**config.mk**
```make
export PLATFORM = sky130hd
export DESIGN_NAME = cpuDatapath
export DESIGN_NICKNAME = d
export VERILOG_FILES = /design/src/logic/cpuPkg.sv /design/src/logic/aluUnit.sv /design/src/logic/cpuDatapath.sv /design/src/logic/hazardUnit.sv /design/src/logic/instrDecoder.sv /design/src/logic/regFile.sv
export SDC_FILE = /design/constraint.sdc
export NUM_CORES = 1
export LEC_CHECK = 0
export ABC_AREA = 1
export ABC_CLOCK_PERIOD_IN_PS = 8550
export BUFFER_PORTS_ARGS = -buffer_cell sky130_fd_sc_hd__buf_2
export CORE_MARGIN = 2
export CORE_UTILIZATION = 50
export CTS_BUF_LIST = sky130_fd_sc_hd__clkbuf_2 sky130_fd_sc_hd__clkbuf_4 sky130_fd_sc_hd__clkbuf_8
export CTS_CLUSTER_SIZE = 14
export DETAILED_ROUTE_END_ITERATION = 12
export GPL_TIMING_DRIVEN = 1
export PLACE_DENSITY = 0.68
export RECOVER_POWER = 50
export SLEW_MARGIN = 20
export SYNTH_ARGS = -nofsm -noshare
export SYNTH_HDL_FRONTEND = slang
export SYNTH_HIERARCHICAL = 1
export SYNTH_SLANG_ARGS = --single-unit
```
**constraint.sdc**
```tcl
create_clock -name clk -period 8.55 [get_ports clk]
set_input_delay 1.71 -clock clk [delete_from_list [all_inputs] [get_ports clk]]
set_output_delay 1.71 -clock clk [all_outputs]
set_load 0.02 [all_outputs]
```
**src/logic/cpuPkg.sv**
```systemverilog
package cpuPkg;

    localparam int wordWidth    = 16;
    localparam int regAddrWidth = 2;
    localparam int numRegs      = 2 ** regAddrWidth;

    typedef logic [wordWidth-1:0]    wordT;
    typedef logic [regAddrWidth-1:0] regAddrT;

    // instr[15:12]
    typedef enum logic [3:0] {
        opBne   = 4'd0,
        opBeq   = 4'd1,
        opAdi   = 4'd4,
        opLwd   = 4'd7,
        opSwd   = 4'd8,
        opJmp   = 4'd9,
        opRtype = 4'd15
    } opcodeT;

    // instr[5:0] when opcode is opRtype
    typedef enum logic [5:0] {
        fnAdd = 6'd0,
        fnSub = 6'd1,
        fnAnd = 6'd2,
        fnOrr = 6'd3,
        fnWwd = 6'd28,
        fnHlt = 6'd29
    } funcT;

    typedef enum logic [1:0] {aluAdd, aluSub, aluAnd, aluOr} aluOpT;

    // operand source, newest writer wins
    typedef enum logic [1:0] {fwdReg, fwdWb, fwdMem, fwdEx} fwdSelT;

    typedef struct packed {
        logic  regWrite;
        logic  aluSrcImm;   // operand B from immediate
        logic  memRead;
        logic  memWrite;
        logic  memToReg;
        logic  isWwd;
        logic  isHalt;
        logic  isBranch;
        logic  isJump;
        logic  branchOnEq;  // BEQ when set, BNE otherwise
        logic  valid;       // real instruction, not a bubble
        aluOpT aluOp;
    } ctrlT;

    typedef struct packed {
        ctrlT    ctrl;
        wordT    opA;
        wordT    opB;
        wordT    imm;
        regAddrT rs;
        regAddrT rt;
        regAddrT dest;
    } idExT;

    typedef struct packed {
        ctrlT    ctrl;
        wordT    aluResult;
        wordT    storeData;
        wordT    opAVal;    // rs value, carried for WWD
        regAddrT dest;
    } exMemT;

    typedef struct packed {
        ctrlT    ctrl;
        wordT    memData;
        wordT    aluResult;
        wordT    opAVal;
        regAddrT dest;
    } memWbT;

endpackage

```
**src/logic/aluUnit.sv**
```systemverilog
`timescale 1ns/1ns

module aluUnit (
    input  cpuPkg::wordT  opA,
    input  cpuPkg::wordT  opB,
    input  cpuPkg::aluOpT aluOp,
    output cpuPkg::wordT  result
);
    import cpuPkg::*;

    // also computes load/store addresses (rs + imm)
    always_comb begin
        case (aluOp)
            aluAdd: begin
                result = opA + opB;
            end
            aluSub: begin
                result = opA - opB;
            end
            aluAnd: begin
                result = opA & opB;
            end
            aluOr: begin
                result = opA | opB;
            end
            default: begin
                result = opA + opB;
            end
        endcase
    end

endmodule

```
**src/logic/cpuDatapath.sv**
```systemverilog
`timescale 1ns/1ns

module cpuDatapath (
    input  logic         clk,
    input  logic         rstN,
    output cpuPkg::wordT instrAddr,
    input  cpuPkg::wordT instrData,
    output cpuPkg::wordT dataAddr,
    output logic         dataRead,
    output logic         dataWrite,
    input  cpuPkg::wordT dataIn,
    output cpuPkg::wordT dataOut,
    output cpuPkg::wordT numInst,
    output cpuPkg::wordT outputPort,
    output logic         outputValid,
    output logic         halted
);
    import cpuPkg::*;

    wordT    pc;
    wordT    pcPlusOne;
    wordT    ifIdInstr;
    wordT    ifIdPcPlusOne;
    logic    ifIdValid;
    logic    haltPend;      // HLT has left ID, fetch is over
    logic    fetchStop;

    ctrlT    decCtrl;
    ctrlT    idCtrl;
    ctrlT    idCtrlIn;
    regAddrT idRs;
    regAddrT idRt;
    regAddrT idDest;
    wordT    idImm;
    wordT    idTarget;
    wordT    rfA;
    wordT    rfB;
    wordT    idOpA;
    wordT    idOpB;

    logic    stall;
    logic    flush;
    logic    branchTaken;
    fwdSelT  idFwdA;
    fwdSelT  idFwdB;
    fwdSelT  exFwdA;
    fwdSelT  exFwdB;

    idExT    idEx;
    exMemT   exMem;
    memWbT   memWb;
    wordT    exOpA;
    wordT    exRegB;
    wordT    exOpB;
    wordT    exResult;
    wordT    wbData;

    function automatic wordT fwdMux(fwdSelT sel, wordT regVal, wordT exVal, wordT memVal,
                                    wordT wbVal);
        case (sel)
            fwdEx:   return exVal;
            fwdMem:  return memVal;
            fwdWb:   return wbVal;
            default: return regVal;
        endcase
    endfunction

    assign pcPlusOne = pc + 1'b1;
    assign instrAddr = pc;
    assign fetchStop = haltPend || idCtrl.isHalt;

    always_ff @(posedge clk) begin
        if (!rstN) begin
            pc            <= '0;
            ifIdInstr     <= '0;
            ifIdPcPlusOne <= '0;
            ifIdValid     <= 1'b0;
        end else if (!stall) begin  // stall holds PC and IF/ID
            if (fetchStop) begin
                ifIdValid <= 1'b0;
            end else if (flush) begin
                pc        <= idTarget;
                ifIdValid <= 1'b0;  // kill the wrong-path fetch
            end else begin
                pc            <= pcPlusOne;
                ifIdInstr     <= instrData;
                ifIdPcPlusOne <= pcPlusOne;
                ifIdValid     <= 1'b1;
            end
        end
    end

    instrDecoder instrDecoder_i (
        .instr(ifIdInstr), .pcPlusOne(ifIdPcPlusOne), .ctrl(decCtrl),
        .rs(idRs), .rt(idRt), .dest(idDest), .imm(idImm), .target(idTarget)
    );

    regFile regFile_i (
        .clk(clk), .rstN(rstN), .rdAddrA(idRs), .rdAddrB(idRt),
        .wrAddr(memWb.dest), .wrData(wbData), .wrEn(memWb.ctrl.regWrite),
        .rdDataA(rfA), .rdDataB(rfB)
    );

    hazardUnit hazardUnit_i (
        .idCtrl(idCtrl), .idRs(idRs), .idRt(idRt), .idEx(idEx), .exMem(exMem),
        .memWb(memWb), .branchTaken(branchTaken), .stall(stall), .flush(flush),
        .idFwdA(idFwdA), .idFwdB(idFwdB), .exFwdA(exFwdA), .exFwdB(exFwdB)
    );

    assign idCtrl   = ifIdValid ? decCtrl : ctrlT'('0);
    assign idCtrlIn = stall ? ctrlT'('0) : idCtrl;  // bubble into EX

    // branch operands resolved here, in ID
    assign idOpA = fwdMux(idFwdA, rfA, exResult, exMem.aluResult, wbData);
    assign idOpB = fwdMux(idFwdB, rfB, exResult, exMem.aluResult, wbData);
    assign branchTaken = idCtrl.isBranch && ((idOpA == idOpB) == idCtrl.branchOnEq);

    // EX source is never selected at this stage
    assign exOpA  = fwdMux(exFwdA, idEx.opA, idEx.opA, exMem.aluResult, wbData);
    assign exRegB = fwdMux(exFwdB, idEx.opB, idEx.opB, exMem.aluResult, wbData);
    assign exOpB  = idEx.ctrl.aluSrcImm ? idEx.imm : exRegB;

    aluUnit aluUnit_i (.opA(exOpA), .opB(exOpB), .aluOp(idEx.ctrl.aluOp), .result(exResult));

    always_ff @(posedge clk) begin
        if (!rstN) begin
            idEx  <= '0;
            exMem <= '0;
            memWb <= '0;
        end else begin
            idEx  <= '{ctrl: idCtrlIn, opA: idOpA, opB: idOpB, imm: idImm,
                       rs: idRs, rt: idRt, dest: idDest};
            exMem <= '{ctrl: idEx.ctrl, aluResult: exResult, storeData: exRegB,
                       opAVal: exOpA, dest: idEx.dest};
            memWb <= '{ctrl: exMem.ctrl, memData: dataIn, aluResult: exMem.aluResult,
                       opAVal: exMem.opAVal, dest: exMem.dest};
        end
    end

    assign dataAddr  = exMem.aluResult;
    assign dataRead  = exMem.ctrl.memRead;
    assign dataWrite = exMem.ctrl.memWrite;
    assign dataOut   = exMem.storeData;

    assign wbData      = memWb.ctrl.memToReg ? memWb.memData : memWb.aluResult;
    assign outputValid = memWb.ctrl.isWwd;
    assign outputPort  = memWb.opAVal;  // rs of the WWD

    // halted and the count both move on the edge where HLT retires
    always_ff @(posedge clk) begin
        if (!rstN) begin
            haltPend <= 1'b0;
            halted   <= 1'b0;
            numInst  <= '0;
        end else begin
            if (idCtrl.isHalt && !stall) haltPend <= 1'b1;
            if (memWb.ctrl.isHalt) halted <= 1'b1;
            if (memWb.ctrl.valid) numInst <= numInst + 1'b1;
        end
    end

endmodule

```
**src/logic/hazardUnit.sv**
```systemverilog
`timescale 1ns/1ns

module hazardUnit (
    input  cpuPkg::ctrlT    idCtrl,
    input  cpuPkg::regAddrT idRs,
    input  cpuPkg::regAddrT idRt,
    input  cpuPkg::idExT    idEx,
    input  cpuPkg::exMemT   exMem,
    input  cpuPkg::memWbT   memWb,
    input  logic            branchTaken,
    output logic            stall,
    output logic            flush,
    output cpuPkg::fwdSelT  idFwdA,
    output cpuPkg::fwdSelT  idFwdB,
    output cpuPkg::fwdSelT  exFwdA,
    output cpuPkg::fwdSelT  exFwdB
);
    import cpuPkg::*;

    logic usesRs;
    logic usesRt;
    logic exMatch;
    logic memMatch;

    // loads are never picked here, their data is not ready
    function automatic fwdSelT pickSrc(regAddrT r, ctrlT exC, regAddrT exD, ctrlT memC,
                                       regAddrT memD, ctrlT wbC, regAddrT wbD);
        if (exC.regWrite && !exC.memRead && exD == r) return fwdEx;
        if (memC.regWrite && !memC.memRead && memD == r) return fwdMem;
        if (wbC.regWrite && wbD == r) return fwdWb;
        return fwdReg;
    endfunction

    assign usesRs = idCtrl.valid && !idCtrl.isJump && !idCtrl.isHalt;
    assign usesRt = usesRs && !idCtrl.isWwd && (!idCtrl.aluSrcImm || idCtrl.memWrite);

    assign exMatch  = (usesRs && idEx.dest == idRs) || (usesRt && idEx.dest == idRt);
    assign memMatch = (usesRs && exMem.dest == idRs) || (usesRt && exMem.dest == idRt);

    // load in EX blocks anyone; load in MEM blocks only a branch
    assign stall = (idEx.ctrl.memRead && exMatch)
                || (idCtrl.isBranch && exMem.ctrl.memRead && memMatch);
    assign flush = (branchTaken || idCtrl.isJump) && !stall;

    assign idFwdA = pickSrc(idRs, idEx.ctrl, idEx.dest, exMem.ctrl, exMem.dest,
                            memWb.ctrl, memWb.dest);
    assign idFwdB = pickSrc(idRt, idEx.ctrl, idEx.dest, exMem.ctrl, exMem.dest,
                            memWb.ctrl, memWb.dest);
    // EX stage has no younger writer to look at
    assign exFwdA = pickSrc(idEx.rs, ctrlT'('0), idEx.dest, exMem.ctrl, exMem.dest,
                            memWb.ctrl, memWb.dest);
    assign exFwdB = pickSrc(idEx.rt, ctrlT'('0), idEx.dest, exMem.ctrl, exMem.dest,
                            memWb.ctrl, memWb.dest);

endmodule

```
**src/logic/instrDecoder.sv**
```systemverilog
`timescale 1ns/1ns

module instrDecoder (
    input  cpuPkg::wordT    instr,
    input  cpuPkg::wordT    pcPlusOne,
    output cpuPkg::ctrlT    ctrl,
    output cpuPkg::regAddrT rs,
    output cpuPkg::regAddrT rt,
    output cpuPkg::regAddrT dest,
    output cpuPkg::wordT    imm,
    output cpuPkg::wordT    target
);
    import cpuPkg::*;

    opcodeT opcode;
    funcT   func;

    assign opcode = opcodeT'(instr[15:12]);
    assign func   = funcT'(instr[5:0]);
    assign rs     = instr[11:10];
    assign rt     = instr[9:8];
    assign dest   = (opcode == opRtype) ? instr[7:6] : instr[9:8];  // rt for ADI and LWD
    assign imm    = {{(wordWidth - 8){instr[7]}}, instr[7:0]};

    // JMP keeps the upper PC bits
    assign target = (opcode == opJmp) ? {pcPlusOne[wordWidth-1:12], instr[11:0]}
                                      : pcPlusOne + imm;

    always_comb begin
        ctrl       = '0;
        ctrl.valid = 1'b1;
        case (opcode)
            opAdi: begin
                ctrl.regWrite  = 1'b1;
                ctrl.aluSrcImm = 1'b1;
            end
            opLwd: begin
                ctrl.regWrite  = 1'b1;
                ctrl.aluSrcImm = 1'b1;
                ctrl.memRead   = 1'b1;
                ctrl.memToReg  = 1'b1;
            end
            opSwd: begin
                ctrl.aluSrcImm = 1'b1;
                ctrl.memWrite  = 1'b1;
            end
            opBne, opBeq: begin
                ctrl.isBranch   = 1'b1;
                ctrl.branchOnEq = (opcode == opBeq);
            end
            opJmp: ctrl.isJump = 1'b1;
            opRtype: begin
                case (func)
                    fnAdd: ctrl.regWrite = 1'b1;
                    fnSub: begin
                        ctrl.regWrite = 1'b1;
                        ctrl.aluOp    = aluSub;
                    end
                    fnAnd: begin
                        ctrl.regWrite = 1'b1;
                        ctrl.aluOp    = aluAnd;
                    end
                    fnOrr: begin
                        ctrl.regWrite = 1'b1;
                        ctrl.aluOp    = aluOr;
                    end
                    fnWwd: ctrl.isWwd = 1'b1;
                    fnHlt: ctrl.isHalt = 1'b1;
                    default: ctrl = '0;  // unknown function, bubble
                endcase
            end
            default: ctrl = '0;
        endcase
    end

endmodule

```
**src/logic/regFile.sv**
```systemverilog
`timescale 1ns/1ns

module regFile (
    input  logic            clk,
    input  logic            rstN,
    input  cpuPkg::regAddrT rdAddrA,
    input  cpuPkg::regAddrT rdAddrB,
    input  cpuPkg::regAddrT wrAddr,
    input  cpuPkg::wordT    wrData,
    input  logic            wrEn,
    output cpuPkg::wordT    rdDataA,
    output cpuPkg::wordT    rdDataB
);
    import cpuPkg::*;

    wordT regs [numRegs];

    always_ff @(posedge clk) begin
        if (!rstN) begin
            for (int i = 0; i < numRegs; i++) begin
                regs[i] <= '0;
            end
        end else if (wrEn) begin
            regs[wrAddr] <= wrData;
        end
    end

    // write-through so WB and ID can share a cycle
    assign rdDataA = (wrEn && wrAddr == rdAddrA) ? wrData : regs[rdAddrA];
    assign rdDataB = (wrEn && wrAddr == rdAddrB) ? wrData : regs[rdAddrB];

endmodule

```
---- Word-level counts from Yosys, hierarchy flattened ----
Memory sizes are Yosys's and may differ from the RTL's. A register that Yosys moved wholly into a read port is not among the register bits.
Cells that the tools add are included.
W data, S select, Z words.
word-level totals
  word-level logic and storage cells ...... 220
  output and inout port bits .............. 84
  bits in writable memories ............... 64
  memories ................................ 1
  input port bits ......................... 34
  register bits ........................... 233
memories
  memory          depth  bits a word  rd ports  clocked after memory_dff  write ports  RTL line       source
  regFile_i.regs  4      16           2         2                         4            regFile.sv:16  wordT regs [numRegs];
cells by class
  muxes and demuxes ....................... 78
  bitwise operators ....................... 7
  reduce and logical (&&, ||, !) cells .... 53
  $add $sub $neg .......................... 5
  eq/ne operators ......................... 36
operators with widths
  kind                     count
  $mux W16                 7
  $pmux W16 S3             2
  $pmux W16 S2             2
  $pmux W16 S4             1
  $mux W2                  27
  $add A16 B1 Y16 const B  2
  $add A16 B16 Y16         2
  $mux W1                  32
  $logic_and A1 B1 Y1      26
  $eq A2 B2 Y1             10
  $and A16 B16 Y16         1
  $eq A16 B16 Y1           1
  $eq A2 B2 Y1 const B     8
  $or A16 B16 Y16          1
  $reduce_or A16 Y1        1
  $sub A16 B16 Y16         1
  $eq A4 B4 Y1 const B     3
  $eq A6 B2 Y1 const B     2
  $eq A6 B5 Y1 const B     2
  $mux W12                 1
  $reduce_or A6 Y1         2
  $eq A2 B1 Y1 const B     5
  $eq A4 B3 Y1 const B     2
  $pmux W1 S2              4
  other kinds (16)         34

---- Logic depth before layout (Yosys ltp) ----
Gate-level depths: netlist (run 1).
  depth in word-level cells ............... 22
  mapped depth ............................ 52
  gate-level depth less buffers ........... 52

---- Modules after synthesis ----
The synthesis (run 1) kept the hierarchy.
modules (own cells, without submodules)
  module        sequential area each (sq um)  instances  cells an instance  area each (sq um)
  cpuDatapath   5205.0                        1          1583               11039.3
  regFile       1921.8                        1          597                4185.3
  aluUnit       0.0                           1          297                1584.0
  instrDecoder  0.0                           1          279                1417.6
  hazardUnit    0.0                           1          82                 436.7

---- Worst setup path before layout (run 1) ----
No wires, ideal clock.
  path kind ............................... flip-flop to flip-flop
  from .................................... reg, netlist name memWb[0]
  to ...................................... reg ifIdInstr[7]
  clock period less this slack ............ 6.092 ns
  setup slack ............................. 2.458 ns
  arrival time ............................ 5.976 ns
  cell stages (with the launch flop) ...... 48
  path buffers ............................ 4
  setup time .............................. 0.116 ns
  required time ........................... 8.434 ns
  cell sequence ........................... dfxtp_1 -> clkbuf_1 -> xor2_1 -> nor4_1 -> inv_1 -> ha_1 -> inv_1 -> clkbuf_1 -> o22ai_1 -> o21ai_0 -> inv_1 -> ha_1 -> inv_1 -> nor3_4 -> a21oi_1 -> xor2_1 -> inv_1 -> ha_1 -> (+12 left out) -> nand2_1 -> o21ai_1 -> nand2_1 -> nand2_1 -> nor2_1 -> nand2_1 -> nor2_1 -> nand3_1 -> nand2_1 -> nor2_1 -> nor2_1 -> nor2_2 -> nor2_4 -> inv_1 -> buf_2 -> buf_2 -> nor2_1 -> nor2_1
on the way
  longest elaborated chain between the ends .. 19
  elaborated cells between the ends (all ways) .. 61
  those cells by class .................... 2 x add/sub; 16 x eq/ne; 32 x mux; 3 x bitwise; 8 x reduce/logical
ends and longest elaborated chain
  item                                                 RTL line            source
  $eq A2 B2 Y1 *                                       hazardUnit.sv:30    if (wbC.regWrite && wbD == r) return fwdWb;
  $logic_and A1 B1 Y1 *                                hazardUnit.sv:30
  $mux W1 (2 in series)                                hazardUnit.sv:30
  $mux W2 *                                            hazardUnit.sv:31    return fwdReg;
  $mux W2 *                                            hazardUnit.sv:30
  via exFwdB[0]                                        cpuDatapath.sv:47   fwdSelT exFwdB;
  $eq A2 B1 Y1 / $eq A2 B2 Y1 (equally long branches)  cpuDatapath.sv:60   case (sel)
  $pmux W16 S2 *                                       cpuDatapath.sv:60
  (+1 left out)                                        -
  via exOpB[1]                                         cpuDatapath.sv:54   wordT exOpB;
  (+2 left out)                                        -
  via exResult[13]                                     cpuDatapath.sv:55   wordT exResult;
  (+2 left out)                                        -
  $eq A1 B1 Y1 *                                       cpuDatapath.sv:116  assign branchTaken = idCtrl.isBranch && ((idOpA == idOpB) == idCtrl.branchOnEq);
  $logic_and A1 B1 Y1 *                                cpuDatapath.sv:116
  via branchTaken                                      cpuDatapath.sv:43   logic branchTaken;
  $logic_or A1 B1 Y1 *                                 hazardUnit.sv:43    assign flush = (branchTaken || idCtrl.isJump) && !stall;
  $logic_and A1 B1 Y1 *                                hazardUnit.sv:43
  via flush                                            cpuDatapath.sv:42   logic flush;
  $not A1 Y1 (no line) *                               -
  $reduce_and A3 Y1 (no line) *                        -
  end signal, assigned                                 cpuDatapath.sv:86   ifIdInstr <= instrData;
  end, declared                                        cpuDatapath.sv:22   wordT ifIdInstr;
The timed path passes the listed nets; every way through them passes the cells marked *. The select of a mux whose other input is x is not followed.
A chain may end at the register's enable or synchronous reset.

---- Worst setup path in the final report (run 1) ----
  from .................................... reg, netlist name memWb[0]
  to ...................................... reg pc[9], in the netlist instrAddr[9]
on the way
  longest elaborated chain between the ends .. 18
  elaborated cells between the ends (all ways) .. 60
  those cells by class .................... 2 x add/sub; 16 x eq/ne; 33 x mux; 2 x bitwise; 7 x reduce/logical
ends and longest elaborated chain
  item                                                 RTL line            source
  $eq A2 B2 Y1 *                                       hazardUnit.sv:30
  $logic_and A1 B1 Y1 *                                hazardUnit.sv:30
  $mux W1 (2 in series)                                hazardUnit.sv:30
  $mux W2 *                                            hazardUnit.sv:31
  $mux W2 *                                            hazardUnit.sv:30
  via exFwdB[0]                                        cpuDatapath.sv:47
  $eq A2 B1 Y1 / $eq A2 B2 Y1 (equally long branches)  cpuDatapath.sv:60
  $pmux W16 S2 *                                       cpuDatapath.sv:60
  (+1 left out)                                        -
  via exOpB[4]                                         cpuDatapath.sv:54
  (+2 left out)                                        -
  via exResult[15]                                     cpuDatapath.sv:55
  (+1 left out)                                        -
  $eq A16 B16 Y1 *                                     cpuDatapath.sv:116
  $eq A1 B1 Y1 *                                       cpuDatapath.sv:116
  $logic_and A1 B1 Y1 *                                cpuDatapath.sv:116
  via branchTaken                                      cpuDatapath.sv:43
  $logic_or A1 B1 Y1 *                                 hazardUnit.sv:43
  $logic_and A1 B1 Y1 *                                hazardUnit.sv:43
  via flush                                            cpuDatapath.sv:42
  $mux W16 *                                           cpuDatapath.sv:81   end else if (flush) begin
  end signal, assigned                                 cpuDatapath.sv:82   pc <= idTarget;
  end signal, assigned                                 cpuDatapath.sv:85   pc <= pcPlusOne;
  end, declared                                        cpuDatapath.sv:20   wordT pc;
Marked as above.

==> reports/summary.json, run 1 <==
{
  "clk_pin_slew_ps": 60,
  "initial_core_util": 0.510,
  "drt_wl_total_mm": 53.7,
  "clock_tree_from_tritoncts": "done",
  "worst_skew_pair.late_latency_ps": 640,
  "slew-limit-headroom": -1.95,
  "skew_ps": 24.2,
  "wl_met2_mm": 24.4,
  "post_drt_wl_per_cell_um": 16.3,
  "grt_max_degree": 100,
  "chipHeight_um": 195,
  "worstPathRequired_ps": 9100,
  "synthesis.nets": 2858,
  "cellInternalPower_w": 0.00284,
  "post-route-period-util": 0.923,
  "area_growth_pct": 7.16,
  "core_area_um2": 35700,
  "power.static_leakage_nw": 9.64,
  "power_dissipated_by_switching_net_loads_w": 0.00164,
  "overflow": 0,
  "cts_sinks": 307,
  "nets": 2869,
  "combPwrFrac": 0.293,
  "share_of_power_burned_in_the_clock_network": 0.324,
  "layout.cells.most_common_list": "sky130_fd_sc_hd__nand2_1 (916), sky130_fd_sc_hd__inv_1 (369), sky130_fd_sc_hd__nor2_1 (294)",
  "sort_of_element_at_the_start_of_the_critical_path": "register",
  "number_of_optimization_iterations_in_the_first_detailed_route_pass": 5,
  "maxSlewViolCount": 171,
  "synth.cell_area_um2": 18200,
  "grt_first_pass_wirelength_mm": 86.4,
  "cell_count_post_placement": 3200,
  "cts_hold_buf": 0,
  "final_layout_size_suffix_gt1_frac": 0.0784,
  "groute.usage.overall": 0.283,
  "yosysWarnings": 6,
  "max_slew.worst_pin.slew_ps": 4420,
  "diodes": 0,
  "number_of_instances_in_the_synthesized_netlist": 2783,
  "dr_total_vias": 17553,
  "critical_path.max_fanout": 20,
  "postSynthAreaPerCell_um2": 6.53,
  "min_period_ps": 7900,
  "instances_no_fill": 3292,
  "violations": "max-capacitance violations, max-slew violations",
  "peakVddDrop_mv": 0.117,
  "dp.final_hpwl_mm": 37.7,
  "detail_route.vias_per_cell": 5.33,
  "switching_share": 0.367,
  "postCtsSetupRepairBufs": 0,
  "critical_path.most_common_cell": "sky130_fd_sc_hd__nand2_1",
  "timing.fmax_ghz": 0.127,
  "met3WireLength_mm": 4.10,
  "unrepaired_setup_endpoints_after_global_routing": "false",
  "layout_commonest_cell": "sky130_fd_sc_hd__nand2_1",
  "first_iter_violations": 1481,
  "path_class": "register to register",
  "maxUsedRoutingLayer": "met4",
  "run_status": "finished with violations",
  "finalSetupTns_ps": 0,
  "cts.root.buffer_cell": "sky130_fd_sc_hd__clkbuf_8",
  "h-tree-depth": 2,
  "hold_path.class": "register to register",
  "clockBufferDepth": 3,
  "critical_path_arrival_ps": 8440,
  "route.layer.met1.wl_mm": 23.0,
  "numCtsBuffers": 52,
  "io_pins": 118,
  "worst_path_largest_cell_delay_ps": 580,
  "final-setup-viol-count": 0,
  "gp_routability_congestion": 0.941,
  "route.antenna.remaining_nets": 0,
  "seq_power_share": 0.384,
  "die_w_um": 195,
  "slowest_stage": "sky130_fd_sc_hd__ha_1",
  "die_area_um2": 37900,
  "grt_antenna_before_repair": 0,
  "cp-end-kind": "register",
  "drcViolationCount": 0,
  "place.port_buffers": 117,
  "hold_violations": 0,
  "cap_viol_max_count": 3,
  "cellPowerDensity_nw_per_um2": 230,
  "vias_in_the_first_global_route": 16784,
  "num_rows": 69
}
## per-stage QoR
stage          total power [W]  instance area, µm²  utilization  hold slack (ps)  setup WS (ps)
2_1_floorplan          0.00270               18200            -              390           2460
3_3_place_gp           0.00302               18400        0.517              392            897
3_5_place_dp           0.00304               18400        0.517              396            743
4_1_cts                0.00450               19600        0.549              410            694
5_1_grt                0.00473               19500        0.546              423           2.09
6_report               0.00448               19500        0.546              409            655
## flip-flops by register name, summed over array words and instances, names as in the netlist, 16 cells and up
signal,cells
numInst,16
outputPort,16
ifIdPcPlusOne,16
dataOut,16
dataAddr,16
idEx,64
regFile_i/regs,64
memWb,38
ifIdInstr,16
instrAddr,16
exMem,23
## final timing paths
check                start             to  slack (ps)  depth (start not counted)
hold / removal    exMem[3]  outputPort[1]         410                          2
hold reg to reg   exMem[3]  outputPort[1]         410                          2
setup reg to reg  memWb[0]   instrAddr[9]         650                         44
setup / recovery  memWb[0]   instrAddr[9]         650                         44
## final cells by class
type                       count  area (µm²)
tap                          461         577
clock inverter                12         136
fill                        3648       16200
sequential                   307        6790
timing repair buffer         132         603
multi-input combinational   1907        8880
inverter                     393        1490
clock buffer                  79        1010
timing repair inverter         1        7.51
## per-layer routing
metal	global-route usage	vias to the layer above
met1	0.367	8056
met3	0.0472	154
met5	0	-
met4	0.130	0
li1	-	8649
met2	0.461	694
## critical path: cells and delay by family, from the launching register on
family                   cells  cell delay [ps]
AND/OR/NAND/NOR             27             3280
AO/OA/AOI/OAI                8             1590
buffers and inverters        5             1050
adder cells (fa/ha/maj)      2             1000
flip-flops                   1              570
XOR/XNOR                     2              300
## power groups by stage
stage,clock network (W),logic [W],registers [W]
2_1_floorplan,0,0.000993,0.00171
3_3_place_gp,0,0.00127,0.00174
3_5_place_dp,0,0.00129,0.00174
4_1_cts,0.00148,0.00130,0.00171
5_1_grt,0.00154,0.00146,0.00173
6_report,0.00145,0.00131,0.00172
## repair_timing
action / CTS / global route
hold endpoints to repair: 0 / 0
setup endpoints to repair: 0 / 37
resized for setup: 0 / 9
Note: power is estimated with default switching activity, not from simulation.
==> run 2, diff against run 1 <==
CORE_ASPECT_RATIO = 0.6   (was default)
CORE_UTILIZATION = 60   (was 50)
PLACE_DENSITY = 0.79   (was 0.68)
==> reports/summary.json, run 2 (same netlist as run 1, synthesis figures left out) <==
{
  "run_status": "finished with violations",
  "violations": "max-capacitance violations, max-slew violations",
  "first_iter_violations": {"value": 2128, "change": "+44%"},
  "unrepaired_setup_endpoints_after_global_routing": "false",
  "area_growth_pct": 6.29,
  "drcViolationCount": {"value": 0, "change": "unchanged"},
  "maxSlewViolCount": {"value": 78, "change": "-54%"},
  "detail_route.vias_per_cell": {"value": 5.57, "change": "+4.4%"},
  "diodes": {"value": 0, "change": "unchanged"},
  "grt_first_pass_wirelength": {"value": 87.4, "unit": "mm", "change": "+1.1%"},
  "final_layout_size_suffix_gt1_frac": {"value": 0.0746, "change": "-0.00383"},
  "top_registers": "idEx (64), regFile_i/regs (64), memWb (38)",
  "cap_viol_max_count": {"value": 1, "change": "-2"},
  "worst_skew_pair.late_latency": {"value": 610, "unit": "ps", "change": "-30 ps"},
  "cellPowerDensity": {"value": 229, "unit": "nW/µm²", "change": "-0.32%"},
  "h-tree-depth": {"value": 2, "change": "unchanged"},
  "route.antenna.remaining_nets": {"value": 0, "change": "unchanged"},
  "cp-end-kind": "register",
  "placement.cell_area": {"value": 18400, "unit": "µm²", "change": "about the same"},
  "chipHeight": {"value": 139, "unit": "µm", "change": "-29%"},
  "dr_total_vias": {"value": 18022, "change": "+2.7%"},
  "final-setup-viol-count": {"value": 0, "change": "unchanged"},
  "dp.final_hpwl": {"value": 40.7, "unit": "mm", "change": "+7.9%"},
  "critical_path.max_fanout": {"value": 37, "change": "+85%"},
  "peakVddDrop": {"value": 0.141, "unit": "mV", "change": "+20%"},
  "post-route-period-util": {"value": 0.932, "change": "+0.00853"},
  "fillers": {"value": 2826, "change": "-23%"},
  "power.static_leakage": {"value": 9.59, "unit": "nW", "change": "-0.51%"},
  "layout_commonest_cell": "sky130_fd_sc_hd__nand2_1",
  "cts_hold_buf": {"value": 0, "change": "unchanged"},
  "sort_of_element_at_the_start_of_the_critical_path": "register",
  "min_period": {"value": 7970, "unit": "ps", "change": "+73.0 ps"},
  "clockBufferDepth": {"value": 3, "change": "unchanged"},
  "nets": {"value": 2871, "change": "+0.070%"},
  "cp_num_buf_inv": {"value": 10, "change": "+5"},
  "critical_path.reg2reg.startpoint": "memWb[0]",
  "clk_pin_slew": {"value": 70, "unit": "ps", "change": "about the same"},
  "cp-startpoint": "memWb[0]",
  "skew": {"value": 30.4, "unit": "ps", "change": "+6.18 ps"},
  "die_w": {"value": 229, "unit": "µm", "change": "+17%"},
  "worstPathRequired": {"value": 8980, "unit": "ps", "change": "-120 ps"},
  "path_class": "register to register",
  "layout.cells.most_common_list": "sky130_fd_sc_hd__nand2_1 (916), sky130_fd_sc_hd__inv_1 (372), sky130_fd_sc_hd__nor2_1 (294)",
  "seq_area": {"value": 6790, "unit": "µm²", "change": "unchanged"},
  "cts.root.buffer_cell": "sky130_fd_sc_hd__clkbuf_8",
  "num_rows": {"value": 49, "change": "-29%"},
  "grt_antenna_before_repair": {"value": 0, "change": "unchanged"},
  "cts-resized-gates": {"value": 0, "change": "unchanged"},
  "initial_core_util": {"value": 0.609, "change": "+0.0990"},
  "clock_tree_from_tritoncts": "done",
  "io_pins": {"value": 118, "change": "unchanged"},
  "numCtsBuffers": {"value": 46, "change": "-12%"},
  "post_drt_wl_per_cell": {"value": 17.4, "unit": "µm", "change": "+6.6%"},
  "gp_routability_congestion": {"value": 0.989, "change": "+5.1%"},
  "critPathTopFamily": "simple AND/OR/NAND/NOR gates",
  "number_of_optimization_iterations_in_the_first_detailed_route_pass": {"value": 6, "change": "+1"},
  "slew-limit-headroom": {"value": -1.47, "change": "+0.477"},
  "groute.usage.overall": {"value": 0.347, "change": "+0.0641"},
  "timing.fmax": {"value": 0.125, "unit": "GHz", "change": "-0.92%"},
  "critical_path_arrival": {"value": 8400, "unit": "ps", "change": "-40 ps"},
  "finalSetupTns": {"value": 0, "unit": "ps", "change": "unchanged"},
  "slowest_stage": "sky130_fd_sc_hd__dfxtp_1",
  "hp-start": "exMem[4]",
  "hold_path.class": "register to register",
  "critical_path.most_common_cell": "sky130_fd_sc_hd__nand2_1",
  "postCtsSetupRepairBufs": {"value": 0, "change": "unchanged"},
  "cts_sinks": {"value": 307, "change": "unchanged"},
  "place.port_buffers": {"value": 117, "change": "unchanged"},
  "overflow": {"value": 0, "change": "unchanged"},
  "hold_violations": {"value": 0, "change": "unchanged"},
  "worst_path_largest_cell_delay": {"value": 600, "unit": "ps", "change": "+20 ps"},
  "vias_in_the_first_global_route": {"value": 16169, "change": "-3.7%"},
  "die_area": {"value": 31800, "unit": "µm²", "change": "-16%"},
  "core_area": {"value": 29900, "unit": "µm²", "change": "-16%"},
  "design_area": {"value": 19300, "unit": "µm²", "change": "-0.81%"},
  "multiInputGateArea": {"value": 8880, "unit": "µm²", "change": "about the same"},
  "max_slew.worst_pin.slew": {"value": 3710, "unit": "ps", "change": "-715 ps"},
  "drt_wl_total": {"value": 56.2, "unit": "mm", "change": "+4.8%"},
  "grt_max_degree": {"value": 78, "change": "-22%"}
}
==> run 2: cell types whose count changed in the layout (fill, tap and decap cells not counted), moves of 5 or more <==
cell                       before  now
sky130_fd_sc_hd__and2_0         0    5
sky130_fd_sc_hd__and2_1        17   12
sky130_fd_sc_hd__buf_2         44   34
sky130_fd_sc_hd__buf_4         14   24
sky130_fd_sc_hd__clkbuf_1      74   83
sky130_fd_sc_hd__clkbuf_8      66   59
==> run 2: power by group <==
part | internal, W | switching, W
registers | 0.00161 | 0.000119
clock network | 0.000722 | 0.000610
logic | 0.000395 | 0.000976
==> run 2: tightest hold or removal path, cell delays in order, from the launching register on <==
cell and delay [ps]:
sky130_fd_sc_hd__dfxtp_1 310, sky130_fd_sc_hd__nand2_1 50, sky130_fd_sc_hd__inv_1 40
==> run 2: final cells by class <==
class                           count  share of cell area
Multi-Input combinational cell   1907               0.460
Inverter                          393              0.0765
Sequential cell                   307               0.351
Clock buffer                       68              0.0455
Tap cell                          408              0.0264
Timing Repair Buffer              141              0.0343
Clock inverter                     13             0.00641
==> run 2: worst paths after layout <==
check             cells after the start  slack, ps       endpoint
hold reg to reg                       2        410  outputPort[2]
hold / removal                        2        410  outputPort[2]
setup / recovery                     45        580   instrAddr[9]
setup reg to reg                     45        580   instrAddr[9]
==> run 2: routing by layer <==
metal / track usage / vias to the layer above / wire length [µm]
li1: - / 8632 / -
met1: 0.525 / 8182 / 25200
met2: 0.476 / 1104 / 22100
met3: 0.109 / 104 / 7980
met4: 0.0757 / 0 / 891
met5: 0 / - / 0
==> run 2: per-stage QoR <==
| stage | utilization | total power [W] | setup slack, ps | hold WS, ps | std cells |
|---|---|---|---|---|---|
| finish | 0.647 | 0.00443 | 582 | 415 | 3237 |
| global placement | 0.617 | 0.00306 | 904 | 395 | 3156 |
| CTS | 0.651 | 0.00440 | 668 | 419 | 3237 |
| floorplan | - | 0.00270 | 2460 | 390 | 2783 |
| global route | 0.647 | 0.00465 | 10.9 | 436 | 3237 |
| detailed placement | 0.617 | 0.00308 | 703 | 397 | 3156 |
